===== src/rename_pkg.sv =====
// rename core shared types
`default_nettype none

package rename_pkg;

    //////////////////////////////////////////////////
    // widths
    //////////////////////////////////////////////////
    localparam int XLEN     = 32;   // data path
    localparam int NUM_AREG = 32;   // x0..x31
    localparam int NUM_PREG = 64;   // 32 committed + 32 in the free pool

    typedef logic [XLEN-1:0]             word_t;
    typedef logic [$clog2(NUM_AREG)-1:0] areg_t;
    typedef logic [$clog2(NUM_PREG)-1:0] preg_t;

    //////////////////////////////////////////////////
    // alu opcodes
    //////////////////////////////////////////////////
    typedef logic [2:0] alu_op_t;

    localparam alu_op_t OP_ADD  = 3'd0;
    localparam alu_op_t OP_SUB  = 3'd1;
    localparam alu_op_t OP_AND  = 3'd2;
    localparam alu_op_t OP_OR   = 3'd3;
    localparam alu_op_t OP_XOR  = 3'd4;
    localparam alu_op_t OP_ADDI = 3'd5;   // second operand is the immediate
    localparam alu_op_t OP_SLL  = 3'd6;   // shift by rs2[4:0]

endpackage

`default_nettype wire


===== src/dispatch_unit.sv =====
// dispatch stall and allocation
`default_nettype none

module dispatch_unit import rename_pkg::*; (
    // decoded instruction
    input  wire logic  inst_valid,
    input  wire areg_t inst_rd,
    // resource status
    input  wire logic  fl_empty,
    input  wire preg_t free_preg,     // free list head
    input  wire logic  rob_full,
    input  wire logic  iq_full,
    // allocation strobes
    output logic       stall,
    output logic       rename_en,
    output logic       pop,
    output logic       iq_push,
    output logic       rob_alloc,
    output logic       clear_ready,
    output preg_t      dest_preg
);

    logic rd_live;    // rd is not x0, needs a fresh physical reg
    logic accept;

    assign rd_live = (inst_rd != '0);

    // any structural hazard holds the instruction at the input
    assign stall  = rob_full | iq_full | (fl_empty & rd_live);
    assign accept = inst_valid & ~stall;

    // x0 writes take p0 and allocate no register
    assign dest_preg = rd_live ? free_preg : '0;

    assign rename_en   = accept & rd_live;
    assign pop         = accept & rd_live;
    assign clear_ready = accept & rd_live;   // new dest not ready until wb
    assign iq_push     = accept;
    assign rob_alloc   = accept;             // every instruction gets an entry

endmodule

`default_nettype wire


===== config.mk =====
export PLATFORM = sky130hd
export DESIGN_NAME = dispatch_unit
export DESIGN_NICKNAME = d
export VERILOG_FILES = /design/src/rename_pkg.sv /design/src/dispatch_unit.sv
export SDC_FILE = /design/constraint.sdc
export NUM_CORES = 1
export LEC_CHECK = 0
export BUFFER_PORTS_ARGS = -buffer_cell sky130_fd_sc_hd__buf_2
export CORE_AREA = 2 2 39 41
export DETAILED_ROUTE_END_ITERATION = 6
export DIE_AREA = 0 0 41 43
export SYNTH_ARGS = -nofsm -noshare
export SYNTH_HDL_FRONTEND = slang
export SYNTH_SLANG_ARGS = --single-unit
export TNS_END_PERCENT = 5

===== constraint.sdc =====
create_clock -name vclk -period 1.9
set_input_delay 0.285 -clock vclk [all_inputs]
set_output_delay 0.285 -clock vclk [all_outputs]
set_load 0.005 [all_outputs]

==> results.py <==
metrics = {
    "die": {
        "io_pins": 27,
        "dieHeight_um": 43,
        "initial_util_pct": 10.2,
        "die-area_um2": 1760,
        "floorplan.rows": 14,
        "die_width_um": 41,
        "fp.coreArea_um2": 1380,
    },
    "clock_tree": {
        "post_cts.resized_instances": 0,
        "post_cts_hold_buffer_count": 0,
        "cts.repair_timing.setup_buffer_count": 0,
    },
    "timing": {
        "rsz_0062_raised_after_global_routing": "no",
        "fin_setup_tns_ns": 0,
        "finalWorstPathRequiredPeriod_ns": 1.51,
        "timing.final.setup_violations": 0,
        "fmaxAchievable_mhz": 661,
        "worst_slew_margin_rel_pct": 70.2,
        "hold_viol_final": 0,
        "worstMarginPinSlew_ns": 0.444,
        "final_min_period_over_clock_period_pct": 79.6,
        "count_of_final_max_slew_check_failures": 0,
    },
    "synthesis": {
        "synth_fp_nets": 34,
        "yosysUniqueCellTypes": 11,
        "ys_seq_area_share_pct": 0,
        "synth.avg_cell_area_um2": 7.44,
        "synth.cell_area_um2": 141,
        "postSynthCellCount": 19,
        "synth_top_cells_by_area": "sky130_fd_sc_hd__a21boi_0 32%, sky130_fd_sc_hd__buf_4 16%, sky130_fd_sc_hd__or4b_4 9.7%",
        "ys.warnings.count": 0,
        "yosysTopAreaCell": "sky130_fd_sc_hd__a21boi_0",
        "synth_top_area_share_pct": 31.9,
    },
    "job": {
        "drv.max_cap_violation_count": 0,
    },
    "detailed_routing": {
        "detailroute.via_count": 233,
        "drc": 0,
        "route.final.wire_length_um": 513,
        "wire_per_inst_um": 8.69,
        "route.antenna.remaining_nets": 0,
        "dr.first_iter.drc_count": 0,
        "vias_per_cell": 3.95,
        "first_pass_iters": 1,
    },
    "worst_setup_path": {
        "worstPathCellList": "buf_2, or4b_4, a21oi_2, buf_2",
        "critical-path-top-delay-family": "simple AND/OR/NAND/NOR gates",
        "crit_path_frequent_cell": "sky130_fd_sc_hd__buf_2",
        "worstPathRequired_ns": 1.62,
        "critical_path.n_buffers_inverters": 2,
        "endpoint_kind": "primary output",
        "path_max_fanout": 4,
        "cp-start-kind": "input port",
        "crit_type": "input port to primary output",
        "crit_path_top_delay_cell": "sky130_fd_sc_hd__or4b_4",
        "critical_path_arrival_ns": 1.23,
        "critical-path-max-stage-delay_ns": 0.54,
    },
    "grt": {
        "grt_pass1_wl_um": 696,
        "grt_usage_pct": 5.29,
        "gr-total-overflow": 0,
        "grt_pass1_vias": 189,
        "grt_start_max_net_pins": 9,
        "grt_antenna_before_repair": 0,
    },
    "place": {
        "placedCellCount": 59,
        "place.gp.congestion": 0.715,
        "hpwl_um": 469,
        "placement.io_buffers": 27,
    },
    "cells_and_area": {
        "sequential_cell_area_um2": 0,
        "area_growth_syn_to_layout_pct": 93.8,
        "clockBufferCount": 0,
        "final_cells": 59,
        "num-nets-final": 60,
        "sequential_cell_total": 0,
        "share_of_post_route_cells_with_drive_strength_above_1_pct": 69.8,
        "num_antenna_cells": 0,
        "fillCellCount": 158,
    },
    "power_and_ir_drop": {
        "power_density_nw_per_um2": 162,
        "max-vdd-ir-drop_uv": 36.5,
        "p_leak_nw": 0.145,
    },
    "worst_hold_path": {
        "min-delay-path-class": "input port to primary output",
    },
    "outcome": {
        "run_status": "complete, no violations",
    },
}
## logic make-up after synthesis
logic type      Yosys count  synth area share (%)
compound gates            9                  46.0
buf+inv                   3                  15.9
simple gates              7                  38.1
## routing by layer
metal	global-route usage [%]	vias to the layer above	wire, um
met5	0	-	0
met4	0	0	0
met1	5.38	90	202
li1	-	120	-
met3	0	0	90
met2	11.3	23	220
## cell usage after synthesis
library cell,count
sky130_fd_sc_hd__a21oi_2,1
sky130_fd_sc_hd__buf_4,3
sky130_fd_sc_hd__nor3_1,1
sky130_fd_sc_hd__o21ai_1,1
sky130_fd_sc_hd__or4b_4,1
sky130_fd_sc_hd__a31oi_1,1
sky130_fd_sc_hd__a21boi_0,6
sky130_fd_sc_hd__nor2_1,2
sky130_fd_sc_hd__nor3_2,1
sky130_fd_sc_hd__or4b_1,1
sky130_fd_sc_hd__or4_1,1
## placed cells by master (no fill, tap or decap)
cell type | Yosys | routed
sky130_fd_sc_hd__or4b_1 | 1 | 1
sky130_fd_sc_hd__a21boi_0 | 6 | 6
sky130_fd_sc_hd__a31oi_1 | 1 | 1
sky130_fd_sc_hd__o21ai_1 | 1 | 1
sky130_fd_sc_hd__nor2_1 | 2 | 2
sky130_fd_sc_hd__a21oi_2 | 1 | 1
sky130_fd_sc_hd__nor3_1 | 1 | 1
sky130_fd_sc_hd__buf_2 | 0 | 27
sky130_fd_sc_hd__nor3_2 | 1 | 1
sky130_fd_sc_hd__or4_1 | 1 | 1
sky130_fd_sc_hd__or4b_4 | 1 | 1
## layout make-up
cell class	instances	area (um^2)	share of cell area (%)
Multi-Input combinational cell	16	119	43.4
Timing Repair Buffer	27	135	49.3
Tap cell	16	20.0	7.31
## metrics by stage
stage | hold WS (ns) | power, mW | area (um^2) | util [%] | setup WS (ns)
floorplan | 0.685 | 0.0174 | 141 | - | 0.492
global placement | 0.886 | 0.0445 | 274 | 19.8 | 0.394
detailed placement | 0.887 | 0.0451 | 274 | 19.8 | 0.374
CTS | 0.890 | 0.0453 | 274 | 19.8 | 0.374
global route | 0.906 | 0.0503 | 274 | 19.8 | 0.324
finish | 0.888 | 0.0443 | 274 | 19.8 | 0.387
## path summary, 6_finish.rpt
| check | from | end | slack [ns] | cells after the start |
|---|---|---|---|---|
| max | iq_full | rename_en | 0.39 | 4 |
| min | free_preg[1] | dest_preg[1] | 0.89 | 3 |
## report_power, final
part | switching (mW) | internal [mW] | total (mW)
logic | 0.0196 | 0.0247 | 0.0443
registers | 0 | 0 | 0
clock network | 0 | 0 | 0
total | 0.0196 | 0.0247 | 0.0443
Power figures use the tool's default switching activity.
