==> config.mk <==
export PLATFORM = sky130hd
export DESIGN_NAME = map_table
export DESIGN_NICKNAME = d
export VERILOG_FILES = /design/src/rename_pkg.sv /design/src/map_table.sv
export SDC_FILE = /design/constraint.sdc
export NUM_CORES = 1
export LEC_CHECK = 0
export ABC_AREA = 1
export BUFFER_PORTS_ARGS = -buffer_cell sky130_fd_sc_hd__buf_2
export CORE_MARGIN = 2
export CORE_UTILIZATION = 55
export DETAILED_ROUTE_END_ITERATION = 7
export PLACE_DENSITY = 0.71
export SETUP_SLACK_MARGIN = 0.3
export SYNTH_ARGS = -nofsm -noshare
export SYNTH_HDL_FRONTEND = slang
export SYNTH_SLANG_ARGS = --single-unit
export TNS_END_PERCENT = 30
==> constraint.sdc <==
create_clock -name clock -period 1.7 [get_ports clock]
set_input_delay 0.085 -clock clock [delete_from_list [all_inputs] [get_ports clock]]
set_output_delay 0.085 -clock clock [all_outputs]
set_load 0.005 [all_outputs]
==> src/rename_pkg.sv <==
// rename core shared types
`default_nettype none

package rename_pkg;

    //////////////////////////////////////////////////
    // widths
    //////////////////////////////////////////////////
    localparam int XLEN     = 32;   // data path
    localparam int NUM_AREG = 32;   // x0..x31
    localparam int NUM_PREG = 64;   // 32 committed + 32 in the free pool

    typedef logic [XLEN-1:0]             word_t;
    typedef logic [$clog2(NUM_AREG)-1:0] areg_t;
    typedef logic [$clog2(NUM_PREG)-1:0] preg_t;

    //////////////////////////////////////////////////
    // alu opcodes
    //////////////////////////////////////////////////
    typedef logic [2:0] alu_op_t;

    localparam alu_op_t OP_ADD  = 3'd0;
    localparam alu_op_t OP_SUB  = 3'd1;
    localparam alu_op_t OP_AND  = 3'd2;
    localparam alu_op_t OP_OR   = 3'd3;
    localparam alu_op_t OP_XOR  = 3'd4;
    localparam alu_op_t OP_ADDI = 3'd5;   // second operand is the immediate
    localparam alu_op_t OP_SLL  = 3'd6;   // shift by rs2[4:0]

endpackage

`default_nettype wire

==> src/map_table.sv <==
// speculative register map
`default_nettype none

module map_table import rename_pkg::*; (
    input  wire logic  clock,
    input  wire logic  rst_n,
    input  wire logic  rename_en,
    input  wire areg_t rd,
    input  wire areg_t rs1,
    input  wire areg_t rs2,
    input  wire preg_t new_preg,
    output preg_t      src1_preg,
    output preg_t      src2_preg,
    output preg_t      old_preg
);

    preg_t map_q [NUM_AREG];

    always_ff @(posedge clock or negedge rst_n) begin
        if (!rst_n) begin
            for (int i = 0; i < NUM_AREG; i++) begin
                map_q[i] <= preg_t'(i);   // identity, xN -> pN
            end
        end else if (rename_en && rd != '0) begin
            map_q[rd] <= new_preg;       // x0 stays on p0
        end
    end

    // lookups see the map before this cycle's rename
    assign src1_preg = map_q[rs1];
    assign src2_preg = map_q[rs2];
    assign old_preg  = map_q[rd];       // released when this inst retires

endmodule

`default_nettype wire

==> metrics.md <==
| Metric | Value |
|---|---|
| Outcome | finished with violations |
| Violations in the final reports | setup timing |
| Pin slew with the least headroom to its limit | 0.525 ns |
| TritonCTS clock tree | yes |
| First-iteration detailed-routing DRC count | 1937 |
| Main combinational cell family by area after synthesis | simple AND/OR/NAND/NOR gates |
| Comb power frac | 25.1% |
| Setup TNS | -2.47 ns |
| Critical Path End Type | output pin |
| Endpoints failing hold | 0 |
| Cell taking the most area after synthesis | sky130_fd_sc_hd__nand2_1 |
| Unrepaired setup endpoints after global routing | true |
| Top cell type's share of synthesized area | a little under a third |
| Most frequent cells in the layout | 956 x sky130_fd_sc_hd__nand2_1, 246 x sky130_fd_sc_hd__nand3_1, 153 x sky130_fd_sc_hd__o21ai_0 |
| Worst hold slack | around 0.15 ns |
| Seq/Total Area, Yosys | about two fifths |
| Synth-to-layout area growth | 14.4% |
| Count of flip-flops with a built-in enable after synthesis | 0 |
| Most common cell after layout, fill and taps aside | sky130_fd_sc_hd__nand2_1 |
| Post-detailed-placement cell area | 13100 sq um |
| Drt drc | 0 |
| Routed WL | approximately 46000 microns |
| Crit Path Category | flip-flop to output pin |
| IO buf count | just over 40 |
| Share of flip-flops with an asynchronous set or reset | 100% |
| Register with the most flip-flops | map_q |
| Site row count | 55 |
| Hold Crit Class | input port to async pin |
| Clock period minus worst slack | between 1.5 and 2 ns |
| Effective utilization at floorplan | 55.4% |
| Detailed Routing Iterations Pass 1 | 6 |
| Post-synthesis sequential element count | 192 |
| Half-perimeter wire length after placement | between 20000 and 30000 microns |
| Cell count after placement | 2190 |
| Main area contributors after synthesis | sky130_fd_sc_hd__nand2_1 30%, sky130_fd_sc_hd__dfrtp_1 23%, sky130_fd_sc_hd__dfstp_2 17%, sky130_fd_sc_hd__nand3_1 12%, sky130_fd_sc_hd__o21ai_0 6.2% |
| CP Launch Type | flip-flop |
| Routability-driven placement congestion ratio | between 0.9 and 1 |
| Y dimension of the die | about 150 microns |
| Net count reported at finish | between 1500 and 2000 |
| Number of routed nets with antenna violations | 0 |
| Routed WL per cell | slightly above 20 microns |
| Max-cap viol count | 0 |
| Number of vias after detailed routing | between 10000 and 15000 |
| Std-Cell Core Area | approximately 22000 sq um |
| Headroom to the max-slew limit | 65.0% |
| Synthesized-area fraction occupied by ao, oa, aoi and oai cells | 7.68% |
| Longest Clk Path Bufs | 2 |
| Vias per std cell | approximately 6.1 |
| Final setup violating endpoints | 18 |
| Registers with the most flip-flops | map_q: 192 flops |
| IR Drop Worst-Case VDD | between 0.5 and 0.6 mV |
| Final-report max-slew violation count | 0 |
| Upper clock frequency limit | between 0.5 and 0.6 GHz |
| Xor and xnor area share after synthesis | 0% |
| GRT overflow | 0 |
| Syn Std Cell Area | roughly 12000 sq um |
| Sw power | about 5400 uW |
| Critical Path Fanout Max | 4 |
| Pin count of the biggest net entering global routing | between 60 and 70 |
| Power density over cell area | 1030 nW/um^2 |
| Multiplexer area fraction after synthesis | 0% |
| Worst EP required | about 1.6 ns |
| Cell at the root of the clock tree | sky130_fd_sc_hd__clkbuf_16 |
| Net Count, Synth | ~2000 |
| Ports placed on the boundary | 42 |
| Level count of the clock H-tree | 4 |
| Fin area | between 10000 and 15000 sq um |
| Switching Fraction | 36.7% |
| Global-route wire length before repair | slightly above 70000 microns |
| Leakage power of the design | between 0.006 and 0.007 uW |
| Arrival time of the worst setup path | ~1.8 ns |
| Antenna violations before repair | 1 |
| Synth Area per Inst | about 6.4 sq um |
| Die X | 154 microns |
| GRT Util Overall | a little under two fifths |
| Number of unique standard cell types used by synthesis | 25 |
| Share of power burned in registers | 46.6% |
| Number of global-route vias before repair | 12646 |
| Number of flip-flops under the largest register name | 192 |
| Sinks on Clock Net | approximately 190 |
| Clock slew at reported path FFs | approximately 0.080 ns |
| Synthesized-area fraction occupied by adder cells | 0% |
| Fin Clk Skew | 0 ns |
| Share of the clock period used by the worst path after layout | 112% |
| Total chip power | around 15000 uW |
| Mapped Cells | ~2000 |
| Post-Synth Simple-Gate Area | ~47% |
| Number of warning messages in the yosys log | 0 |
| Clk_lat worst skew | ~0.45 ns |
| Area of the die | about 24000 sq um |
| Clock share of power | 28.3% |
| Smallest setup slack after layout | -0.211 ns |
| Number of CTS-inserted buffers | 17 |
| Fraction of layout instances using a drive strength above 1 | a little under a fifth |
| Int Power | 9260 uW |
| Post-route insts no fill | approximately 2200 |
| Ys flop type | sky130_fd_sc_hd__dfrtp_1 |
## layer usage
layer / vias up / global-route usage [%] / part of all wire, %
li1: 6287 / - / -
met1: 6283 / 50.7 / 39
met2: 955 / 58.5 / 44
met3: 216 / 9.08 / 11
met4: 0 / 21.2 / 5.4
met5: - / 0 / 0
## kinds of logic after synthesis
logic type / after synthesis
AOI/OAI and AO/OA: 188
and+or+nand+nor: 1389
buffers and inverters: 181
DFF: 192
## cell usage after synthesis, types with 4 or more instances
cell                          n
sky130_fd_sc_hd__buf_1       15
sky130_fd_sc_hd__buf_2       56
sky130_fd_sc_hd__inv_1       19
sky130_fd_sc_hd__buf_4        5
sky130_fd_sc_hd__o21ai_0    154
sky130_fd_sc_hd__clkbuf_1    77
sky130_fd_sc_hd__nor3_2       6
sky130_fd_sc_hd__nand4_1     47
sky130_fd_sc_hd__a21oi_1     19
sky130_fd_sc_hd__nand2_1   1002
sky130_fd_sc_hd__a21oi_2      4
sky130_fd_sc_hd__dfstp_2     80
sky130_fd_sc_hd__nand3_1    288
sky130_fd_sc_hd__o21ai_1     11
sky130_fd_sc_hd__nor2_1      38
sky130_fd_sc_hd__dfrtp_1    112
## power groups by stage
stage          sequential (uW)  combinational, uW  clock [uW]
2_1_floorplan             6430               2280           0
3_3_place_gp              6850               3190           0
3_5_place_dp              6840               3310           0
4_1_cts                   6770               3460        4130
5_1_grt                   6920               4090        4300
6_report                  6820               3670        4140
## per-stage QoR
step	setup WS, ns	util (%)
after CTS	-0.169	62.3
final	-0.211	63.4
after global placement	-0.0107	58.6
after floorplan	0.491	-
after detailed placement	-0.00386	58.6
after global routing	-0.268	63.4
## final timing paths
path	to	slack, ns	depth (start not counted)	start
max	src2_preg[4]	-0.21	9	map_q[10]
min	map_q[190]	0.15	2	rst_n
max reg2reg	map_q[132]	0.78	3	map_q[132]
min reg2reg	map_q[186]	0.43	0	map_q[186]
max in group asynchronous	map_q[28]	0.82	3	rst_n
min in group clock	map_q[8]	0.19	5	rename_en
## what timing repair did
item | CTS | global route
hold endpoints to repair | 51 | 0
hold buffers | 2 | 0
buffers inserted | 9 | 8
setup endpoints to repair | 18 | 18
resized for setup | 53 | 47
pin swaps | 53 | 31
## layout make-up
| cell class | instances | area [sq um] |
|---|---|---|
| multi-input combinational | 1577 | 7110 |
| clock buffer | 19 | 443 |
| sequential | 192 | 4910 |
| clock inverter | 13 | 145 |
| tap | 285 | 357 |
| fill | 2086 | 8200 |
| inverter | 27 | 109 |
| antenna | 1 | 2.50 |
| timing repair buffer | 128 | 1150 |
## worst max-delay path, cell delays in order, from the launching register on
cell	delay (ns)
sky130_fd_sc_hd__dfstp_2	0.59
sky130_fd_sc_hd__nand2_2	0.09
sky130_fd_sc_hd__nand3_2	0.09
sky130_fd_sc_hd__nand3_2	0.11
sky130_fd_sc_hd__nand2_2	0.08
sky130_fd_sc_hd__nand2_2	0.06
sky130_fd_sc_hd__nand2_2	0.09
sky130_fd_sc_hd__nand2_1	0.05
sky130_fd_sc_hd__nand2_1	0.09
sky130_fd_sc_hd__buf_2	0.13
(Power assumes the default switching activity.)
