File: src/rename_pkg.sv
// rename core shared types
`default_nettype none

package rename_pkg;

    //////////////////////////////////////////////////
    // widths
    //////////////////////////////////////////////////
    localparam int XLEN     = 32;   // data path
    localparam int NUM_AREG = 32;   // x0..x31
    localparam int NUM_PREG = 64;   // 32 committed + 32 in the free pool

    typedef logic [XLEN-1:0]             word_t;
    typedef logic [$clog2(NUM_AREG)-1:0] areg_t;
    typedef logic [$clog2(NUM_PREG)-1:0] preg_t;

    //////////////////////////////////////////////////
    // alu opcodes
    //////////////////////////////////////////////////
    typedef logic [2:0] alu_op_t;

    localparam alu_op_t OP_ADD  = 3'd0;
    localparam alu_op_t OP_SUB  = 3'd1;
    localparam alu_op_t OP_AND  = 3'd2;
    localparam alu_op_t OP_OR   = 3'd3;
    localparam alu_op_t OP_XOR  = 3'd4;
    localparam alu_op_t OP_ADDI = 3'd5;   // second operand is the immediate
    localparam alu_op_t OP_SLL  = 3'd6;   // shift by rs2[4:0]

endpackage

`default_nettype wire

File: src/alu_unit.sv
// single cycle integer alu
`default_nettype none

module alu_unit import rename_pkg::*; #(
    parameter int ROB_DEPTH = 8
) (
    input  wire logic                         clock,
    input  wire logic                         rst_n,
    input  wire logic                         issue_valid,
    input  wire alu_op_t                      op,
    input  wire word_t                        imm,
    input  wire word_t                        src1_value,
    input  wire word_t                        src2_value,
    input  wire preg_t                        dest_preg,
    input  wire logic [$clog2(ROB_DEPTH)-1:0] rob_tag,
    output logic                              wb_valid,   // one cycle per result
    output preg_t                             wb_preg,
    output logic [$clog2(ROB_DEPTH)-1:0]      wb_tag,
    output word_t                             wb_value
);

    localparam int TAG_W = $clog2(ROB_DEPTH);

    word_t result;

    always_comb begin
        case (op)
            OP_ADD:  result = src1_value + src2_value;
            OP_SUB:  result = src1_value - src2_value;
            OP_AND:  result = src1_value & src2_value;
            OP_OR:   result = src1_value | src2_value;
            OP_XOR:  result = src1_value ^ src2_value;
            OP_ADDI: result = src1_value + imm;
            OP_SLL:  result = src1_value << src2_value[4:0];
            default: result = '0;
        endcase
    end

    always_ff @(posedge clock or negedge rst_n) begin
        if (!rst_n) wb_valid <= 1'b0;
        else        wb_valid <= issue_valid;
    end

    // result register, tagged for regfile and rob
    always_ff @(posedge clock) begin
        if (issue_valid) begin
            wb_value <= result;
            wb_preg  <= dest_preg;
            wb_tag   <= TAG_W'(rob_tag);
        end
    end

endmodule

`default_nettype wire

File: config.mk
export PLATFORM = sky130hd
export DESIGN_NAME = alu_unit
export DESIGN_NICKNAME = d
export VERILOG_FILES = /design/src/rename_pkg.sv /design/src/alu_unit.sv
export SDC_FILE = /design/constraint.sdc
export NUM_CORES = 1
export LEC_CHECK = 0
export ABC_AREA = 1
export BUFFER_PORTS_ARGS = -buffer_cell sky130_fd_sc_hd__clkbuf_2
export CAP_MARGIN = 10
export CORE_MARGIN = 8
export CORE_UTILIZATION = 58
export DETAILED_ROUTE_END_ITERATION = 8
export HOLD_SLACK_MARGIN = 0.06
export PLACE_DENSITY = 0.83
export SYNTH_ARGS = -nofsm -noshare
export SYNTH_HDL_FRONTEND = slang
export SYNTH_SLANG_ARGS = --single-unit
export TNS_END_PERCENT = 20
File: constraint.sdc
create_clock -name clock -period 0.8 [get_ports clock]
set_input_delay 0.16 -clock clock [delete_from_list [all_inputs] [get_ports clock]]
set_output_delay 0.16 -clock clock [all_outputs]
set_load 0.03 [all_outputs]
==> results.py, run 1 <==
metrics = {
    "logic_synthesis": {
        "synth_area_leaders": "ha_1, nand2_1, edfxtp_1",
        "synth_top_area_frac": 0.1695,
        "syn_area_per_cell_um2": 6.228,
        "seq_area_frac_synth": 0.1636,
        "synth_cells": 1233,
        "synth_area_um2": 7679,
        "yosysWarnings": 0,
        "synth_ff_type": "edfxtp_1",
        "synth.net_count": 1449,
        "synth_seq_cells": 42,
        "synth_edf_count": 41,
        "yosys.area.top_type": "ha_1",
        "yosysUniqueCellTypes": 42,
        "netlist_top_cells_count": "nand2_1, inv_1, nor2_1",
        "async_flop_share": 0.02381,
        "yosysMostFrequentCell": "nand2_1",
    },
    "placement": {
        "place_ws_ps": -2514,
        "portBuffers": 152,
        "gp_congestion": 1.107,
        "dp_hpwl_um": 29470,
    },
    "timing": {
        "grt_repair_worst_endpoint": "wb_value[17]$_DFFE_PP_/D",
        "worst-ep-kind": "sequential cell input",
    },
    "run_status": {
        "outcome": "aborted with a tool error",
        "stop_stage": "5_1_grt",
        "error": "[ERROR GRT-0232] Routing congestion too high. Check the congestion heatmap in the GUI.",
    },
    "die": {
        "rows": 42,
        "die_y_um": 131.1,
        "io_pins": 153,
        "die_w_um": 131.1,
        "start_util": 0.5868,
    },
    "clocking": {
        "htree_levels": 2,
        "cts.sinks": 42,
        "cts_buffer_depth": 2,
        "root_buffer": "clkbuf_16",
        "cts_made_buffers": 5,
    },
    "global_routing": {
        "grt_use_total": 0.7561,
        "grt_max_degree": 65,
        "overflow": 119,
    },
}
[routing by layer]
layer / GRT overflow / GRT usage
met3: 3 / 0.6557
met4: 49 / 0.7880
met2: 66 / 0.8917
met1: 0 / 0.7276
met5: 1 / 0.3488
[through the flow]
stage	TNS (ps)	instances	area [um2]
after floorplan	-57150	1233	7764
after global placement	-69250	1831	10920
after detailed placement	-71090	1831	10920
after CTS	-63800	1856	12060
[logic make-up after synthesis]
family	Yosys count	synth area share
AND/OR/NAND/NOR	618	0.3428
flip-flops	42	0.1636
XOR/XNOR	19	0.02167
AO/OA/AOI/OAI	271	0.2051
buffers and inverters	172	0.08685
multiplexers	6	0.007822
adder cells (fa/ha/maj)	105	0.1721
[repair_timing]
item	in CTS
setup endpoints to repair	74
resized for setup	221
hold buffers	9
hold endpoints to repair	9
pin swaps	71
buffers inserted	10
==> inputs of run 2 (changes only) <==
--- a/config.mk
+++ b/config.mk
@@ -9,10 +9,9 @@
 export BUFFER_PORTS_ARGS = -buffer_cell sky130_fd_sc_hd__clkbuf_2
 export CAP_MARGIN = 10
 export CORE_MARGIN = 8
-export CORE_UTILIZATION = 58
+export CORE_UTILIZATION = 40
 export DETAILED_ROUTE_END_ITERATION = 8
-export HOLD_SLACK_MARGIN = 0.06
-export PLACE_DENSITY = 0.83
+export PLACE_DENSITY_LB_ADDON = 0.15
 export SYNTH_ARGS = -nofsm -noshare
 export SYNTH_HDL_FRONTEND = slang
 export SYNTH_SLANG_ARGS = --single-unit
==> run 2 against run 1 <==
  * The flow now finishes, with violations (setup timing)
  * Area after synthesis unchanged
  * Synthesized cell count unchanged
==> results.py, run 2 <==
metrics = {
    "run_status": {
        "outcome": "finished, violations left",
        "violations": "setup timing",
    },
    "global_routing": {
        "grt_max_degree": 65,
        "antenna_found_initial": 1,
        "grt_pass1_vias": 10350,
        "top_usage_layer": "met2",
        "grt_pass1_wl_um": 57420,
        "overflow": 0,
        "met2_usage": 0.4785,
        "gr-usage-met1": 0.4162,
        "grt_use_total": 0.3118,
        "grt_use_met3": 0.07718,
    },
    "die": {
        "io_pins": 153,
        "die_area_um2": 23890,
        "start_util": 0.4091,
        "die_w_um": 154.6,
        "rows": 50,
        "core_um2": 18770,
        "die_y_um": 154.6,
    },
    "setup_path": {
        "cp_slowest_cell": "ha_2",
        "worstSetupPathType": "input pin to flip-flop",
        "cpLargestDelayFamily": "simple AND/OR/NAND/NOR gates",
        "crit_buf_inv": 6,
        "endpoint_kind": "flip-flop",
        "worstPathRequired_ps": 850,
        "critPathLaunch": "src2_value[1]",
        "critical-path-top-cell-by-count": "buf_4",
        "crit_path_max_fanout": 4,
        "cp_cell_sequence": "clkbuf_16 -> clkinv_8 -> ha_4 -> nand2_4 -> nor3_4 -> nand2_4 -> nor3_4 -> buf_4 -> nand2_2 -> xor2_1 -> a21oi_1 -> ha_2 -> a21oi_2 -> inv_1 -> nor2_4 -> buf_4 -> o21a_1 -> nand2_1 -> nor2_1 -> o21ai_1 -> buf_4",
        "max_stage_delay_ps": 340,
        "cp-start-kind": "input pin",
        "crit_arrival_ps": 2950,
    },
    "layout": {
        "regMostFlops": "wb_value",
        "nets": 1942,
        "postLayoutCellArea_um2": 13250,
        "diodes": 0,
        "largest_register_ffs": 32,
        "reg_top3": "wb_value (32), wb_preg (6), wb_tag (3)",
        "drive_above_1_share": 0.4603,
        "num-fill-cells": 1571,
        "areaGrowthSynthToFinish_pct": 72.56,
        "layout_commonest_cell": "buf_4",
        "layout_common_cells": "buf_4, nand2_1, inv_1, clkbuf_2, ha_1",
    },
    "placement": {
        "portBuffers": 152,
        "gp_congestion": 1.016,
        "dp_hpwl_um": 32070,
        "place_area_um2": 11260,
    },
    "timing": {
        "maxSlewViolCount": 0,
        "rsz0062_at_grt": "true",
        "max_slew.worst_pin.slew_ps": 663.4,
        "fmax_ghz": 0.3446,
        "hold_violations": 0,
        "fin_crit_sh": 3.628,
        "hold_ws_ps": 39.29,
        "setup_ws_ps": -2102,
        "tns_ps": -68040,
        "fin_crit_ps": 2902,
        "slew_headroom": 0.5531,
        "setup_violations": 74,
    },
    "job": {
        "maxCapViolations": 0,
    },
    "logic_synthesis": {
        "synth_top_area_frac": 0.1695,
        "yosys.area_share.simple": 0.3428,
        "yosys.area_share.xor_xnor": 0.02167,
        "seq_area_frac_synth": 0.1636,
        "syn_area_per_cell_um2": 6.228,
        "synth_ff_type": "edfxtp_1",
        "async_flop_share": 0.02381,
        "yosysUniqueCellTypes": 42,
        "synth_cells": 1233,
        "yosysMostFrequentCell": "nand2_1",
        "synth_compound_area_frac": 0.2051,
        "synth_area_leaders": "ha_1, nand2_1, edfxtp_1",
        "synth-adder-area-share": 0.1721,
        "synth_top_family_by_area": "simple AND/OR/NAND/NOR gates",
        "synth_area_um2": 7679,
        "synth.net_count": 1449,
        "yosys.area.top_type": "ha_1",
        "netlist_top_cells_count": "nand2_1, inv_1, nor2_1",
        "yosysWarnings": 0,
        "synth_edf_count": 41,
        "muxShareOfSynthArea": 0.007821,
        "synth_seq_cells": 42,
    },
    "min_path": {
        "whs_endpoint": "wb_preg[3]",
        "min_path_type": "input pin to flip-flop",
        "min_path_cells": 1,
        "min-delay-start": "dest_preg[3]",
    },
    "clocking": {
        "cts_buffer_depth": 2,
        "cts.sinks": 42,
        "cts_tree": "built",
        "root_buffer": "clkbuf_16",
        "path_clk_slew_ps": 60,
        "cts_made_buffers": 5,
        "htree_levels": 2,
    },
    "power": {
        "p_comb_frac": 0.655,
        "netSwitchingPower_uw": 6785,
        "max-vdd-ir-drop_uv": 756.5,
        "clock_power_share": 0.152,
        "power.density_nw_per_um2": 1155,
        "p_leak_uw": 0.006594,
        "intPower_uw": 8516,
        "swShare": 0.4434,
        "power_uw": 15300,
        "sequentialPowerShare": 0.192,
    },
    "routing": {
        "wl_um": 39940,
        "vias": 11020,
        "via_per_inst": 5.620,
        "drt_iter0_drc": 1072,
        "dr.pass1.iters": 6,
        "drc": 0,
        "ant_nets": 0,
        "avgRoutedWirePerCell_um": 20.37,
    },
}
[run 2: cell counts after synthesis]
No cell type changed its count.
[run 2: per-stage QoR]
stage | utilization | cells | setup slack, ps
floorplan | - | 1233 | -2056
global placement | 0.6002 | 1924 | -2539
detailed placement | 0.6002 | 1924 | -2635
CTS | 0.6541 | 1943 | -1933
global route | 0.7060 | 1961 | -2269
finish | 0.7060 | 1961 | -2102
[run 2: cell type report]
| cell class | count | area, um2 | share of cell area |
|---|---|---|---|
| Timing Repair Buffer | 529 | 4100 | 0.3094 |
| Inverter | 129 | 501.7 | 0.03787 |
| Tap cell | 234 | 292.8 | 0.02210 |
| Multi-Input combinational cell | 1019 | 6948 | 0.5244 |
| Clock inverter | 2 | 12.51 | 0.0009443 |
| Sequential cell | 42 | 1256 | 0.09481 |
| Clock buffer | 6 | 138.9 | 0.01048 |
[run 2: what timing repair did]
| item | CTS | global route |
|---|---|---|
| pin swaps | 60 | 75 |
| hold buffers | 1 | 0 |
| setup endpoints to repair | 74 | 74 |
| endpoints found under the hold margin | 1 | 0 |
| resized for setup | 213 | 221 |
| buffers inserted | 11 | 18 |
[run 2: worst max-delay path by stage]
stage | slack, ps | cells after the start | endpoint
after global routing | -2270 | 23 | wb_value[30]
after global placement | -2540 | 20 | wb_value[30]
after detailed placement | -2630 | 23 | wb_value[31]
after floorplan | -2060 | 23 | wb_value[31]
after CTS | -1930 | 22 | wb_value[30]
final | -2100 | 21 | wb_value[21]
[run 2: logic make-up after synthesis]
kind of cell,count (synthesis)
compound gates,271
xor+xnor,19
fa+ha+maj,105
buf+inv,172
flops,42
mux,6
simple gates,618
[run 2: routing by layer]
| layer | part of all wire | up-vias |
|---|---|---|
| met5 | 0.00033 | - |
| met1 | 0.42 | 5153 |
| li1 | - | 5192 |
| met2 | 0.44 | 573 |
| met4 | 0.035 | 2 |
| met3 | 0.11 | 100 |
[run 2: power by group through the flow]
stage          combinational [uW]  sequential (uW)  clock [uW]
2_1_floorplan                3240             3440           0
3_3_place_gp                 7750             2920           0
3_5_place_dp                 7800             2920           0
4_1_cts                      8660             2910        2340
5_1_grt                     10600             2970        2410
6_report                    10000             2940        2330
No activity file was read; power rests on OpenSTA's default activity.
