File: src/rename_pkg.sv
// rename core shared types
`default_nettype none

package rename_pkg;

    //////////////////////////////////////////////////
    // widths
    //////////////////////////////////////////////////
    localparam int XLEN     = 32;   // data path
    localparam int NUM_AREG = 32;   // x0..x31
    localparam int NUM_PREG = 64;   // 32 committed + 32 in the free pool

    typedef logic [XLEN-1:0]             word_t;
    typedef logic [$clog2(NUM_AREG)-1:0] areg_t;
    typedef logic [$clog2(NUM_PREG)-1:0] preg_t;

    //////////////////////////////////////////////////
    // alu opcodes
    //////////////////////////////////////////////////
    typedef logic [2:0] alu_op_t;

    localparam alu_op_t OP_ADD  = 3'd0;
    localparam alu_op_t OP_SUB  = 3'd1;
    localparam alu_op_t OP_AND  = 3'd2;
    localparam alu_op_t OP_OR   = 3'd3;
    localparam alu_op_t OP_XOR  = 3'd4;
    localparam alu_op_t OP_ADDI = 3'd5;   // second operand is the immediate
    localparam alu_op_t OP_SLL  = 3'd6;   // shift by rs2[4:0]

endpackage

`default_nettype wire

File: src/free_list.sv
// free physical register list
`default_nettype none

module free_list import rename_pkg::*; (
    input  wire logic  clock,
    input  wire logic  rst_n,
    input  wire logic  pop,          // dispatch takes the head
    input  wire logic  push,         // retire gives one back
    input  wire preg_t push_preg,
    output preg_t      free_preg,
    output logic       empty
);

    localparam int FL_DEPTH = NUM_PREG - NUM_AREG;
    localparam int PTR_W    = $clog2(FL_DEPTH);

    preg_t            list_q [FL_DEPTH];
    logic [PTR_W-1:0] head_q;
    logic [PTR_W-1:0] tail_q;
    logic [PTR_W:0]   count_q;

    always_ff @(posedge clock or negedge rst_n) begin
        if (!rst_n) begin
            for (int i = 0; i < FL_DEPTH; i++) begin
                list_q[i] <= preg_t'(NUM_AREG + i);   // p32..p63
            end
            head_q  <= '0;
            tail_q  <= '0;
            count_q <= (PTR_W + 1)'(FL_DEPTH);       // starts full
        end else begin
            if (push) begin
                list_q[tail_q] <= push_preg;
                tail_q         <= tail_q + 1'b1;
            end
            if (pop) begin
                head_q <= head_q + 1'b1;
            end
            case ({push, pop})
                2'b10:   count_q <= count_q + 1'b1;
                2'b01:   count_q <= count_q - 1'b1;
                default: count_q <= count_q;        // none, or both
            endcase
        end
    end

    assign free_preg = list_q[head_q];
    assign empty     = (count_q == '0);

endmodule

`default_nettype wire

File: config.mk
export PLATFORM = sky130hd
export DESIGN_NAME = free_list
export DESIGN_NICKNAME = d
export VERILOG_FILES = /design/src/rename_pkg.sv /design/src/free_list.sv
export SDC_FILE = /design/constraint.sdc
export NUM_CORES = 1
export LEC_CHECK = 0
export BUFFER_PORTS_ARGS = -buffer_cell sky130_fd_sc_hd__buf_2
export CAP_MARGIN = 20
export CORE_MARGIN = 8
export CORE_UTILIZATION = 25
export CTS_BUF_LIST = sky130_fd_sc_hd__clkbuf_16
export DETAILED_ROUTE_END_ITERATION = 8
export PLACE_DENSITY_LB_ADDON = 0.15
export SLEW_MARGIN = 20
export SYNTH_ARGS = -nofsm -noshare
export SYNTH_HDL_FRONTEND = slang
export SYNTH_SLANG_ARGS = --single-unit
export TNS_END_PERCENT = 1
File: constraint.sdc
create_clock -name clock -period 4 [get_ports clock]
set_clock_uncertainty 0.15 [all_clocks]
set_input_delay 0.6 -clock clock [delete_from_list [all_inputs] [get_ports clock]]
set_output_delay 0.6 -clock clock [all_outputs]
set_load 0.01 [all_outputs]
==> reports/metrics.cfg, run 1 <==
[outcome]
run_status = finished, final reports clean

[synthesis]
yosysSeqAreaShare = 0.533
ys_seq_elements = 208
synth.distinct_cells = 49
syn_area_per_cell_um2 = 14.8
yosysWarnings = 0
netlist_area_um2 = 10000
ys.flop_type = dfstp_2
synth_edf_count = 0
postSynthCellCount = 678
syn_nets = 696
postSynth.asyncResetShare = 1.00

[detailed_routing]
wirelength_mm = 26.4
ant_nets = 0
drt_first_pass_iters = 4
route.detailed.drc = 0
vias_per_cell = 4.67
via_count = 5726
post_drt_wl_per_cell_um = 21.5
drtIter0Drc = 257

[power]
combPwrFrac = 0.331
p_switching_uw = 3020
power.internal_uw = 6190
leakagePower_uw = 0.00464
swShare = 0.328
pwr-share-clk = 0.227
p_per_area_nw_per_um2 = 808
p_seq_frac = 0.442
peakVddDrop_mv = 0.269

[worst_setup_path]
reg2reg_to = list_q[51]$_DFFE_PN0P_
cp.arrival_ns = 3.17
critPathLaunchType = flip-flop
critPathLaunch = head_q[0]$_DFFE_PN0P_
r2r_slack_ns = 1.47
cp_max_fo = 27
critical-path-max-stage-delay_ns = 0.71
critPathRequiredTime_ns = 3.25
path_class = flip-flop to output pin
crit_slowest_cell = dfrtp_4
ff2ff_path_depth = 3
rr_startpoint = tail_q[2]$_DFFE_PN0P_
path_cells = buf_4 > or3b_2 > o22ai_1 > a311oi_1 > a22oi_1 > buf_2
endpoint_kind = output pin

[cts]
htree_levels = 1
tritoncts = yes
numCtsBuffers = 26
clk_pin_slew_ns = 0.06
clockBufferDepth = 3
cts_setup_buffers = 0
clk_latency_ns = 0.52
root_buffer = clkbuf_16
numClockSinks = 208

[sta]
whs_ns = 0.00345
finalHoldViolCount = 0
relSlewSlack = 0.361
tightest_slew_ns = 0.958
setup-tns-final_ns = 0
min_period_ns = 3.93
rsz0062_at_grt = false
finalSetupViolCount = 0
period_share = 0.981
fmax_mhz = 255
maxSlewViolCount = 0

[die]
die_area_um2 = 46800
fp.dieH_um = 216
coreArea_um2 = 39600
start_util = 0.253
die_w_um = 216
num_rows = 73
ioPinCount = 17

[run]
max_cap_viol_count = 0

[global_route]
grt_first_pass_wirelength_mm = 41.2
grt_max_degree = 107
grt_antenna_before_repair = 1
overflow = 0
grt_pass1_vias = 6453
track_usage = 0.113

[layout]
diodes = 0
nNetsFinal = 701
multi_input_area_um2 = 4440
seq_area_um2 = 5360
layout-drive-gt1-share = 0.597
fillCellCount = 4003
area_growth_pct = 13.7

[placed_design]
io_buffer_count = 16
place.gp.congestion = 0.717
dp_hpwl_mm = 17.6

[worst_hold_path]
hold_class = input pin to async pin

-- metrics by stage --
| stage | power, µW | util | setup WS (ns) | instance area (µm²) | std cells |
|---|---|---|---|---|---|
| 2_1_floorplan | 6170 | - | 1.47 | 10000 | 678 |
| 3_3_place_gp | 7090 | 0.268 | 0.476 | 10600 | 1180 |
| 3_5_place_dp | 7230 | 0.268 | 0.580 | 10600 | 1180 |
| 4_1_cts | 9370 | 0.288 | 0.00544 | 11400 | 1227 |
| 5_1_grt | 9790 | 0.288 | 0.0471 | 11400 | 1227 |
| 6_report | 9210 | 0.288 | 0.0750 | 11400 | 1227 |
-- layout make-up --
type | count | share of cell area
sequential | 208 | 0.470
multi-input combinational | 418 | 0.389
clock buffer | 27 | 0.0592
tap | 525 | 0.0576
timing repair buffer | 25 | 0.0159
clock inverter | 20 | 0.00735
inverter | 4 | 0.00132
-- worst max path at each step --
stage,to,slack (ns),cells past startpoint
finish,free_preg[0],0.08,6
global route,free_preg[0],0.05,6
CTS,free_preg[0],0.005,6
detailed placement,free_preg[0],0.58,6
global placement,free_preg[0],0.48,6
floorplan,count_q[2]$_DFFE_PN0P_,1.47,11
-- power groups by stage --
stage | Combinational [µW] | Clock, µW | Sequential (µW)
after detailed placement | 3110 | 0 | 4110
after CTS | 3130 | 2160 | 4080
final | 3050 | 2090 | 4070
after global routing | 3310 | 2260 | 4220
after floorplan | 2520 | 0 | 3660
after global placement | 3040 | 0 | 4050
-- timing repair --
item / in CTS / in global routing
hold buffers: 0 / 0
gates resized for setup: 0 / 2
endpoints found under the hold margin: 0 / 0
endpoints found under the setup margin: 0 / 1
-- critical path, delay by kind of cell (launching register included) --
family | cells | cell delay, ns
AOI/OAI and AO/OA | 3 | 0.88
buffers and inverters | 2 | 0.54
DFF | 1 | 0.71
and+or+nand+nor | 1 | 0.52
-- registers in the layout, indices dropped and copies added, names as in the netlist --
name / cells
count_q: 6
list_q: 192
head_q: 5
tail_q: 5
-- logic make-up after synthesis --
group	after synthesis	share of synthesized area
xor gates and xnor gates	12	0.0105
buffers and inverters	52	0.0246
muxes	263	0.332
and+or+nand+nor	87	0.0564
DFF	208	0.533
AOI/OAI and AO/OA	48	0.0339
adders and majority gates	8	0.00998
-- cell usage after synthesis (all sizes together) (7+ instances only) --
cell type	instances	share of area
a21oi	8	0.0040
buf	21	0.013
clkbuf	27	0.010
dfrtp	95	0.24
dfstp	113	0.30
ha	8	0.010
mux2	194	0.22
mux2i	33	0.033
mux4	36	0.081
nand2	10	0.0037
nand3	15	0.0090
nor2	23	0.015
xor2	7	0.0061
-- layer usage --
layer	share of wire	vias up	wire [µm]	track usage
met5	0.00045	-	12	0
met4	0.018	2	468	0.0252
met3	0.042	37	1100	0.0221
met2	0.48	91	12800	0.187
met1	0.46	3073	12100	0.151
li1	-	2523	-	-
-- layout by cell type (no fill, tap or decap), drive strengths merged, types with 7 or more instances in the layout --
cell type / n
mux2: 194
nand2: 10
mux4: 36
dfstp: 113
a21oi: 8
buf: 24
mux2i: 33
clkinv: 12
clkbuf: 28
nor2: 23
xor2: 7
nand3: 15
dfrtp: 95
inv: 12
ha: 8
Note: power is estimated with default switching activity, not from simulation.
==> run 2, diff against run 1 <==
Settings changed: SETUP_SLACK_MARGIN set to 0.2, SKIP_CTS_REPAIR_TIMING set to 1.
==> reports/metrics.cfg, run 2 (synthesis results as in run 1) <==
[worst_setup_path]
worst_path_dominant_cell_family = compound AO/OA/AOI/OAI gates  ; unchanged
critPathBufInv = 2  ; unchanged
path_cells = buf_12 > or3b_2 > o22ai_1 > a311oi_1 > a22oi_2 > buf_2  ; was buf_4 > or3b_2 > o22ai_1 > a311oi_1 > a22oi_1 > buf_2
crit_slowest_cell = dfrtp_4  ; unchanged
cp.arrival_ns = 2.94  ; was 3.17 ns
critPathLaunchType = flip-flop  ; unchanged
critical-path-max-stage-delay_ns = 0.65  ; was 0.71 ns
rr_startpoint = tail_q[2]$_DFFE_PN0P_  ; unchanged
cp_max_fo = 24  ; was 27
endpoint_kind = output pin  ; unchanged
critPathRequiredTime_ns = 3.25  ; about the same
r2r_slack_ns = 1.46  ; was 1.47 ns
path_class = flip-flop to output pin  ; unchanged
reg2reg_to = list_q[51]$_DFFE_PN0P_  ; unchanged
ff2ff_path_depth = 3  ; unchanged

[global_route]
use_met1 = 0.151  ; unchanged
grtUsageMet2 = 0.187  ; unchanged
grt_first_pass_wirelength_mm = 41.2  ; unchanged
overflow = 0  ; unchanged
busiest_layer = met2  ; unchanged
grt_max_degree = 107  ; unchanged
track_usage = 0.113  ; unchanged
grtUsageMet3 = 0.0221  ; unchanged
grt_antenna_before_repair = 1  ; unchanged
grt_pass1_vias = 6453  ; unchanged

[sta]
relSlewSlack = 0.381  ; was 0.361
rsz0062_at_grt = false  ; unchanged
fmax_mhz = 271  ; was 255 MHz
finalSetupViolCount = 0  ; unchanged
setup-tns-final_ns = 0  ; unchanged
maxSlewViolCount = 0  ; unchanged
tightest_slew_ns = 0.929  ; was 0.958 ns
min_period_ns = 3.69  ; was 3.93 ns
whs_ns = 0.0535  ; was 0.00345 ns
period_share = 0.921  ; was 0.981
finalHoldViolCount = 0  ; unchanged

[layout]
nNetsFinal = 702  ; was 701
final_cell_mix = mux2_2, dfstp_2, dfrtp_1  ; unchanged
fin_util = 0.289  ; was 0.288
regMostFlops = list_q  ; unchanged
largest_reg_flops = 192  ; unchanged
fillCellCount = 4001  ; was 4003
final_cell_area_um2 = 11400  ; about the same
mostFrequentLayoutCell = mux2_2  ; unchanged
area_growth_pct = 14.1  ; was 13.7%
layout-drive-gt1-share = 0.599  ; was 0.597
diodes = 0  ; unchanged
reg.largest.list = list_q: 192 flops, count_q: 6 flops  ; unchanged

[detailed_routing]
wirelength_mm = 26.5  ; was 26.4 mm
drt_first_pass_iters = 4  ; unchanged
post_drt_wl_per_cell_um = 21.6  ; was 21.5 µm
drtIter0Drc = 251  ; was 257
vias_per_cell = 4.67  ; about the same
route.detailed.drc = 0  ; unchanged
via_count = 5731  ; was 5726
ant_nets = 0  ; unchanged

[cts]
numCtsBuffers = 26  ; unchanged
clk_pin_slew_ns = 0.06  ; about the same
root_buffer = clkbuf_16  ; unchanged
numClockSinks = 208  ; unchanged
htree_levels = 1  ; unchanged
clockBufferDepth = 3  ; unchanged
clk_latency_ns = 0.52  ; about the same
tritoncts = yes  ; unchanged

[placed_design]
dp_hpwl_mm = 17.6  ; unchanged
io_buffer_count = 16  ; unchanged
place.gp.congestion = 0.717  ; unchanged
post_dp_cell_area_um2 = 10600  ; unchanged

[power]
peakVddDrop_mv = 0.267  ; was 0.269 mV
power_uw = 9260  ; was 9210 µW
leakagePower_uw = 0.00465  ; was 0.00464 µW
p_per_area_nw_per_um2 = 809  ; was 808 nW/µm²

[die]
die_area_um2 = 46800  ; unchanged
die_w_um = 216  ; unchanged
ioPinCount = 17  ; unchanged
coreArea_um2 = 39600  ; unchanged
start_util = 0.253  ; unchanged
num_rows = 73  ; unchanged
fp.dieH_um = 216  ; unchanged

[outcome]
run_status = finished, final reports clean  ; unchanged

[worst_hold_path]
hold_class = input pin to async pin  ; unchanged

[run]
max_cap_viol_count = 0  ; unchanged

[run 2: changes by cell type in the layout (fill, tap and decap cells not counted), sizes merged]
cell / before / now
buf: 24 / 25
[run 2: area by class of cell]
cell class | count | area (µm²) | area share
clock buffer | 27 | 676 | 0.0591
multi-input combinational | 418 | 4440 | 0.388
clock inverter | 20 | 83.8 | 0.00733
tap | 525 | 657 | 0.0574
sequential | 208 | 5360 | 0.468
inverter | 4 | 15.0 | 0.00131
timing repair buffer | 26 | 213 | 0.0186
[run 2: routing by layer]
| layer | part of all wire | up-vias |
|---|---|---|
| li1 | - | 2527 |
| met4 | 0.017 | 2 |
| met3 | 0.038 | 35 |
| met2 | 0.48 | 82 |
| met1 | 0.46 | 3085 |
| met5 | 0.00045 | - |
[run 2: worst max path at each step]
stage,start,endpoint,slack [ns],cells past startpoint
after floorplan,push,count_q[2]$_DFFE_PN0P_,1.47,11
after global placement,head_q[0]$_DFFE_PN0P_,free_preg[0],0.48,6
after detailed placement,head_q[0]$_DFFE_PN0P_,free_preg[0],0.58,6
after CTS,head_q[0]$_DFFE_PN0P_,free_preg[0],0.005,6
after global routing,head_q[1]$_DFFE_PN0P_,free_preg[0],0.26,6
final,head_q[1]$_DFFE_PN0P_,free_preg[0],0.31,6
[run 2: metrics by stage]
stage	cells	setup slack (ns)
floorplan	678	1.47
global placement	1180	0.476
detailed placement	1180	0.580
CTS	1227	0.00544
global route	1228	0.259
finish	1228	0.314
[run 2: power by group]
part	internal [µW]	leakage, µW	switching [µW]	total, µW
logic	1680	0.00186	1440	3130
registers	3330	0.00238	710	4040
clock network	1210	0.000411	881	2090
total	6220	0.00465	3030	9260
