==> src/rename_pkg.sv <==
// rename core shared types
`default_nettype none

package rename_pkg;

    //////////////////////////////////////////////////
    // widths
    //////////////////////////////////////////////////
    localparam int XLEN     = 32;   // data path
    localparam int NUM_AREG = 32;   // x0..x31
    localparam int NUM_PREG = 64;   // 32 committed + 32 in the free pool

    typedef logic [XLEN-1:0]             word_t;
    typedef logic [$clog2(NUM_AREG)-1:0] areg_t;
    typedef logic [$clog2(NUM_PREG)-1:0] preg_t;

    //////////////////////////////////////////////////
    // alu opcodes
    //////////////////////////////////////////////////
    typedef logic [2:0] alu_op_t;

    localparam alu_op_t OP_ADD  = 3'd0;
    localparam alu_op_t OP_SUB  = 3'd1;
    localparam alu_op_t OP_AND  = 3'd2;
    localparam alu_op_t OP_OR   = 3'd3;
    localparam alu_op_t OP_XOR  = 3'd4;
    localparam alu_op_t OP_ADDI = 3'd5;   // second operand is the immediate
    localparam alu_op_t OP_SLL  = 3'd6;   // shift by rs2[4:0]

endpackage

`default_nettype wire

==> src/issue_queue.sv <==
// in-order issue queue
`default_nettype none

module issue_queue import rename_pkg::*; #(
    parameter int IQ_DEPTH  = 4,   // power of two
    parameter int ROB_DEPTH = 8
) (
    input  wire logic                         clock,
    input  wire logic                         rst_n,
    // push side, from rename
    input  wire logic                         push,
    input  wire alu_op_t                      op,
    input  wire word_t                        imm,
    input  wire preg_t                        src1_preg,
    input  wire preg_t                        src2_preg,
    input  wire preg_t                        dest_preg,
    input  wire logic [$clog2(ROB_DEPTH)-1:0] rob_tag,
    // ready bits of the head sources
    input  wire logic                         src1_ready,
    input  wire logic                         src2_ready,
    output logic                              full,
    // head, to regfile read ports and alu
    output logic                              issue_valid,
    output alu_op_t                           issue_op,
    output word_t                             issue_imm,
    output preg_t                             issue_src1,
    output preg_t                             issue_src2,
    output preg_t                             issue_dest,
    output logic [$clog2(ROB_DEPTH)-1:0]      issue_tag
);

    localparam int TAG_W = $clog2(ROB_DEPTH);
    localparam int PTR_W = $clog2(IQ_DEPTH);

    alu_op_t          op_q   [IQ_DEPTH];
    word_t            imm_q  [IQ_DEPTH];
    preg_t            src1_q [IQ_DEPTH];
    preg_t            src2_q [IQ_DEPTH];
    preg_t            dest_q [IQ_DEPTH];
    logic [TAG_W-1:0] tag_q  [IQ_DEPTH];

    logic [PTR_W-1:0] head_q;
    logic [PTR_W-1:0] tail_q;
    logic [PTR_W:0]   count_q;

    ////////////////////////////////////////////////
    // pointers
    ////////////////////////////////////////////////
    always_ff @(posedge clock or negedge rst_n) begin
        if (!rst_n) begin
            head_q  <= '0;
            tail_q  <= '0;
            count_q <= '0;
        end else begin
            if (push)        tail_q <= tail_q + 1'b1;
            if (issue_valid) head_q <= head_q + 1'b1;
            case ({push, issue_valid})
                2'b10:   count_q <= count_q + 1'b1;
                2'b01:   count_q <= count_q - 1'b1;
                default: count_q <= count_q;
            endcase
        end
    end

    // payload
    always_ff @(posedge clock) begin
        if (push) begin
            op_q[tail_q]   <= op;
            imm_q[tail_q]  <= imm;
            src1_q[tail_q] <= src1_preg;
            src2_q[tail_q] <= src2_preg;
            dest_q[tail_q] <= dest_preg;
            tag_q[tail_q]  <= rob_tag;
        end
    end

    assign full = (count_q == (PTR_W + 1)'(IQ_DEPTH));

    // only the head may go, so issue stays in program order
    assign issue_valid = (count_q != '0) & src1_ready & src2_ready;
    assign issue_op    = op_q[head_q];
    assign issue_imm   = imm_q[head_q];
    assign issue_src1  = src1_q[head_q];
    assign issue_src2  = src2_q[head_q];
    assign issue_dest  = dest_q[head_q];
    assign issue_tag   = tag_q[head_q];

endmodule

`default_nettype wire

==> config.mk <==
export PLATFORM = sky130hd
export DESIGN_NAME = issue_queue
export DESIGN_NICKNAME = d
export VERILOG_FILES = /design/src/rename_pkg.sv /design/src/issue_queue.sv
export SDC_FILE = /design/constraint.sdc
export NUM_CORES = 1
export LEC_CHECK = 0
export ABC_AREA = 0
export BUFFER_PORTS_ARGS = -buffer_cell sky130_fd_sc_hd__buf_2
export CORE_MARGIN = 2
export CORE_UTILIZATION = 30
export DETAILED_ROUTE_END_ITERATION = 8
export GPL_ROUTABILITY_DRIVEN = 0
export SYNTH_ARGS = -nofsm -noshare
export SYNTH_HDL_FRONTEND = slang
export SYNTH_SLANG_ARGS = --single-unit
==> constraint.sdc <==
create_clock -name clock -period 2.99 [get_ports clock]
set_clock_uncertainty 0.15 [all_clocks]
set_input_delay 0.1495 -clock clock [delete_from_list [all_inputs] [get_ports clock]]
set_output_delay 0.1495 -clock clock [all_outputs]
set_load 0.005 [all_outputs]
==> results of run 1 <==
==> what timing repair did <==
item | in CTS | in global routing
hold endpoints to repair | 236 | 0
gates resized for setup | 0 | 0
hold buffers | 61 | 0
==> placed cells by master (no fill, tap or decap), types with 4 or more instances in the layout <==
| master | netlist | final |
|---|---|---|
| ha_1 | 5 | 5 |
| and2_4 | 0 | 4 |
| clkbuf_16 | 0 | 25 |
| clkinv_2 | 0 | 6 |
| edfxtp_1 | 224 | 224 |
| mux4_2 | 56 | 56 |
| clkbuf_1 | 2 | 4 |
| buf_2 | 4 | 118 |
| dfrtp_1 | 7 | 5 |
| dlygate4sd3_1 | 0 | 61 |
==> flip-flops by register name (all words and copies together) (netlist names) <==
name and flops:
op_q 12, src2_q 24, tag_q 12, tail_q 2
imm_q 128, head_q 2, src1_q 24, dest_q 24
count_q 3
==> cells in the mapped netlist (2+ instances only) <==
cell type	n
and2_1	4
buf_12	3
buf_2	4
buf_4	3
clkbuf_1	2
dfrtp_1	7
edfxtp_1	224
ha_1	5
inv_1	3
mux4_2	56
nand2_1	2
xnor2_1	3
xor2_1	3
==> cells by family (layout without fill, tap and decap cells) <==
group	count (synthesis)	count (layout)	synth area share (%)
flops	231	231	81.19
mux	57	57	14.97
buf+inv	16	225	1.560
simple gates	8	8	0.5151
fa+ha+maj	6	6	0.9715
xor+xnor	6	6	0.6183
compound gates	2	2	0.1766
==> metrics by stage <==
stage                     hold WS [ns]  utilization (%)  setup slack, ns  total power (W)
after global placement         -0.1622            34.03           0.7345         0.007071
after global routing            0.1347            39.05          0.04870          0.01054
after detailed placement       -0.1547            34.03           0.7081         0.007148
after CTS                      0.08396            39.05           0.1322          0.01020
final                           0.1206            39.05           0.2514         0.009974
after floorplan                -0.2961                -           0.4736         0.006172
==> layer usage <==
layer | up-vias | GRT usage (%) | wire [um]
li1 | 1782 | - | -
met1 | 2118 | 13.87 | 7004
met2 | 119 | 19.26 | 8103
met3 | 28 | 2.312 | 817
met4 | 0 | 3.215 | 320
met5 | - | 0 | 0
==> final cells by class <==
type / instances / area [um^2] / share of cell area (%)
flip-flops and latches: 231 / 6909 / 63.51
multi-input cells: 79 / 1476 / 13.57
repair buffers: 180 / 1221 / 11.22
clock buffers: 29 / 640.6 / 5.888
well taps: 378 / 473.0 / 4.347
clock inverters: 13 / 147.6 / 1.357
inverters: 3 / 11.26 / 0.1035
==> how the worst max path moves through the flow <==
stage | startpoint | endpoint | slack [ns] | cells past startpoint
floorplan | tail_q[0] | dest_q[0][0] | 0.47 | 3
global placement | head_q[0] | issue_op[2] | 0.73 | 3
detailed placement | head_q[0] | issue_op[2] | 0.71 | 3
CTS | head_q[0] | issue_src1[5] | 0.13 | 3
global route | head_q[0] | issue_dest[5] | 0.05 | 3
finish | head_q[0] | issue_src1[5] | 0.25 | 3
==> where the power goes <==
group,switching (W),total [W],leakage (nW),internal (W)
registers,0.000451,0.00471,2.14,0.00425
clock network,0.00116,0.00294,0.385,0.00178
logic,0.00103,0.00233,1.20,0.00129
total,0.00264,0.00997,3.73,0.00733
==> worst max-delay path: cells and delay by family, from the launching register on <==
| family | cells | cell delay (ns) |
|---|---|---|
| mux | 1 | 0.56 |
| flops | 1 | 0.86 |
| buf+inv | 2 | 0.49 |
==> qor.csv, run 1 <==
metric,value,unit
status,"finished, final reports clean",
period_minus_slack,2.739,ns
numPortBuffers,118,
antenna_left,0,
fin_cells,913,
boundaryPins,119,
r2r_slack,0.90,ns
antenna_found_initial,0,
cts_sinks,231,
synth.distinct_cells,20,
synthArstFlopShare,3.030,%
worstPathMaxFanout,30,
hp-class,in2reg,
setup_viol,0,
cp.arrival,2.44,ns
ys_warn_count,0,
peakVddDrop,431.0,uV
synth_area_leaders,"edfxtp_1 (79%), mux4_2 (15%), dfrtp_1 (2.1%)",
grt_pass1_wl,24780,um
start_util,30.51,%
finalCritPeriodShare,91.59,%
slowest_delay,0.86,ns
grt_pass1_vias,4477,
synth-edff-count,224,
r2r_cells,6,
core-area,27860,um^2
max_slew_margin,37.86,%
postCtsSetupBuffers,0,
drtIter0Drc,191,
clk_path_buf_depth,3,
crit_chain,"buf_12, mux4_2, buf_2",
die_area,29700,um^2
worstSetupEndpointType,primary output,
drv_slew,0,
insertedDiodeCount,0,
clk_latency,0.51,ns
rr_startpoint,count_q[0],
die_y,172.3,um
clkTransAtPathRegs,0.06,ns
tightest_slew,0.9322,ns
rows,61,
placed_area,9480,um^2
hold_viol,0,
timing.setup.critical_path_class,reg2out,
start_kind,flip-flop,
fin_setup_tns,0,ns
syn_area,8501,um^2
synthesis.nets,393,
yosysSeqAreaShare,81.19,%
vias,4047,
holdCritStartpoint,src1_ready,
yosys.area.top_type,edfxtp_1,
hpwl,8994,um
fillers,2492,
power_per_cell_area,916.8,nW/um^2
avgRoutedWirePerCell,17.79,um
grt_usage,11.03,%
drc,0,
r2r_end,count_q[2],
cts_tree,done,
die_w,172.3,um
grt_start_max_net_pins,58,
whs_path_depth,4,
syn2layout_area_growth,27.98,%
overflow,0,
synthCells,326,
synth_top_area_share,79.13,%
numCtsBuffers,24,
avgSynthCellArea,26.08,um^2
routed_wirelength,16250,um
fmax,0.3651,GHz
h-tree-depth,1,
maxCapViolations,0,
drive_gt1_share,40.93,%
synth-main-ff-cell,edfxtp_1,
min_to,count_q[0],
cts_root_buf,clkbuf_16,
critical_path.slowest_cell,dfrtp_4,
synth-seq-cells,231,
design_area,10880,um^2
leakage,3.727,nW
rsz0062_at_grt,false,
vias_per_cell,4.433,
dr.pass1.iters,4,
worstPathRequired,2.69,ns
placed_cells_incl_taps,810,
final_nets,586,
No activity file was read; power rests on OpenSTA's default activity.
==> run 2: changes to the inputs <==
GPL_TIMING_DRIVEN = 0   (was unset)
RECOVER_POWER = 50   (was unset)
==> run 2 against run 1 <==
Net effect: utilization grew 0.41 points; global-route usage is 0.23 points higher; non-clock buffer count up 16; wire length up 2.5%; design area up 1.0%; setup slack better by 0.31 ns; clock-buffer cell count is 6 higher; via count hardly changed; power up 2.4%; die area did not move.
==> qor.csv, run 2 (synthesis gave the netlist of run 1 again) <==
metric,value,unit,change
placed_cells_incl_taps,826,,was 810
insertedDiodeCount,0,,unchanged
regArea,6902,um^2,was 6909 um^2
overflow,0,,unchanged
crit_family,buffers and inverters,,was flip-flops
grt_start_max_net_pins,33,,was 58
max_slew_margin,54.57,%,was 37.86%
status,"finished, final reports clean",,unchanged
worstPathMaxFanout,10,,was 30
internal_power,0.007468,W,was 0.007331 W
dr.pass1.iters,5,,was 4
drc,0,,unchanged
numCtsBuffers,25,,was 24
start_kind,flip-flop,,unchanged
min_to,count_q[0],,unchanged
clkTransAtPathRegs,0.06,ns,about the same
hold_viol,0,,unchanged
p_sw,0.002748,W,was 0.002643 W
fin_cells,932,,was 913
worst_slack,0.5576,ns,was 0.2514 ns
final_nets,603,,was 586
setup_viol,0,,unchanged
rsz0062_at_grt,false,,unchanged
timing.setup.critical_path_class,reg2out,,unchanged
h-tree-depth,1,,unchanged
finalCritPeriodShare,81.35,%,was 91.59%
peakVddDrop,595.1,uV,was 431.0 uV
layout_commonest_cell,edfxtp_1,,unchanged
core-area,27860,um^2,unchanged
antenna_found_initial,0,,unchanged
slowest_delay,0.38,ns,was 0.86 ns
fillers,2522,,was 2492
drive_gt1_share,31.59,%,was 40.93%
grt_usage,11.26,%,was 11.03%
top_register,imm_q,,unchanged
cts_tree,done,,unchanged
whs_path_depth,4,,unchanged
r2r_slack,0.89,ns,was 0.90 ns
post_cts_resize_count,0,,unchanged
switching_share,26.90,%,was 26.50%
grt_pass1_wl,24970,um,was 24780 um
numPortBuffers,118,,unchanged
tightest_slew,0.6815,ns,was 0.9322 ns
comb_power_share,27.8,%,was 23.3%
holdCritStartpoint,src1_ready,,unchanged
syn2layout_area_growth,29.32,%,was 27.98%
finish.utilization,39.46,%,was 39.05%
worstPathRequired,2.69,ns,about the same
fmax,0.4111,GHz,was 0.3651 GHz
die_w,172.3,um,unchanged
clk_latency,0.52,ns,was 0.51 ns
mostFrequentLayoutCells,"edfxtp_1 (224), buf_2 (66), clkbuf_1 (65)",,"was edfxtp_1 (224), buf_2 (118), dlygate4sd3_1 (61)"
cts_sinks,231,,unchanged
maxCapViolations,0,,unchanged
vias_per_cell,4.343,,was 4.433
power.share.sequential,43.0,%,was 47.2%
start_util,30.51,%,unchanged
rr_startpoint,count_q[0],,unchanged
hp-class,in2reg,,unchanged
power,0.01022,W,was 0.009974 W
multiInputGateArea,1476,um^2,unchanged
critPathMostFrequentCell,buf_2,,
routed_wirelength,16650,um,was 16250 um
vias,4048,,was 4047
clkPwrFrac,29.2,%,was 29.5%
whs,0.06574,ns,was 0.1206 ns
leakage,3.673,nW,was 3.727 nW
crit_chain,"buf_2, buf_2, mux4_2, buf_2",,"was buf_12, mux4_2, buf_2"
cp.arrival,2.13,ns,was 2.44 ns
period_minus_slack,2.432,ns,was 2.739 ns
worstSetupEndpointType,primary output,,unchanged
antenna_left,0,,unchanged
drtIter0Drc,247,,was 191
postCtsSetupBuffers,0,,unchanged
grt_pass1_vias,4438,,was 4477
clk_path_buf_depth,3,,unchanged
boundaryPins,119,,unchanged
post-place-ws,0.8307,ns,was 0.7081 ns
r2r_end,count_q[2],,unchanged
die_y,172.3,um,unchanged
critical_path.slowest_cell,dfrtp_1,,was dfrtp_4
largest_register_ffs,128,,unchanged
cts_root_buf,clkbuf_16,,unchanged
hpwl,10330,um,was 8994 um
power_per_cell_area,929.4,nW/um^2,was 916.8 nW/um^2
rows,61,,unchanged
drv_slew,0,,unchanged
cp.buffers_inverters,3,,was 2
die_area,29700,um^2,unchanged
avgRoutedWirePerCell,17.86,um,was 17.79 um
r2r_cells,6,,unchanged
## run 2: cell types whose count changed in the layout (fill, tap and decap cells not counted), sizes merged
cell      previous run  this run
clkinvlp             2         1
clkbuf              29        93
buf                119        77
bufinv               3         2
clkinv               7         6
## run 2: power groups by stage
| stage | Clock [W] | Combinational (W) | Sequential, W |
|---|---|---|---|
| 2_1_floorplan | 0 | 0.00174 | 0.00443 |
| 3_3_place_gp | 0 | 0.00278 | 0.00449 |
| 3_5_place_dp | 0 | 0.00290 | 0.00447 |
| 4_1_cts | 0.00308 | 0.00298 | 0.00440 |
| 5_1_grt | 0.00318 | 0.00313 | 0.00444 |
| 6_report | 0.00299 | 0.00284 | 0.00439 |
## run 2: worst max path at each step
stage,start,end,cells past startpoint
2_1_floorplan,tail_q[0],dest_q[0][0],3
3_3_place_gp,tail_q[0],imm_q[0][21],3
3_5_place_dp,count_q[1],count_q[2],6
4_1_cts,head_q[1],issue_src1[0],4
5_1_grt,head_q[1],issue_src1[0],4
6_report,head_q[1],issue_src1[0],4
## run 2: metal layers
layer  wire [um]  vias up  share of wire (%)  track usage [%]
li1            -     1810                  -                -
met1        6833     2104                 41            13.42
met2        8472      106                 51            20.24
met3         829       28                5.0            2.609
met4         512        0                3.1            3.471
met5           0        -                  0                0
## run 2: worst register-to-register path: stages (launching register included)
cell and delay, ns:
dfrtp_1 0.44, o311a_1 0.40, ha_1 0.24, fa_1 0.40, xnor2_1 0.14, nor2_1 0.11, xor2_1 0.14
## run 2: cell type report
type | instances | area share [%]
Clock inverter | 10 | 0.9561
Buffer | 13 | 1.104
Sequential cell | 231 | 62.78
Clock buffer | 35 | 6.306
Inverter | 3 | 0.1024
Multi-Input combinational cell | 79 | 13.43
Tap cell | 378 | 4.302
Timing Repair Buffer | 183 | 11.02
## run 2: metrics by stage
step	setup TNS (ns)	instance area (um^2)
after global routing	0	10990
after floorplan	0	8501
after CTS	0	11060
final	0	10990
after detailed placement	0	9654
after global placement	-140.93	9564
## run 2: what timing repair did
item                                    in CTS  in global routing
endpoints found under the setup margin       0                  0
hold buffers                                61                  0
endpoints found under the hold margin      236                  0
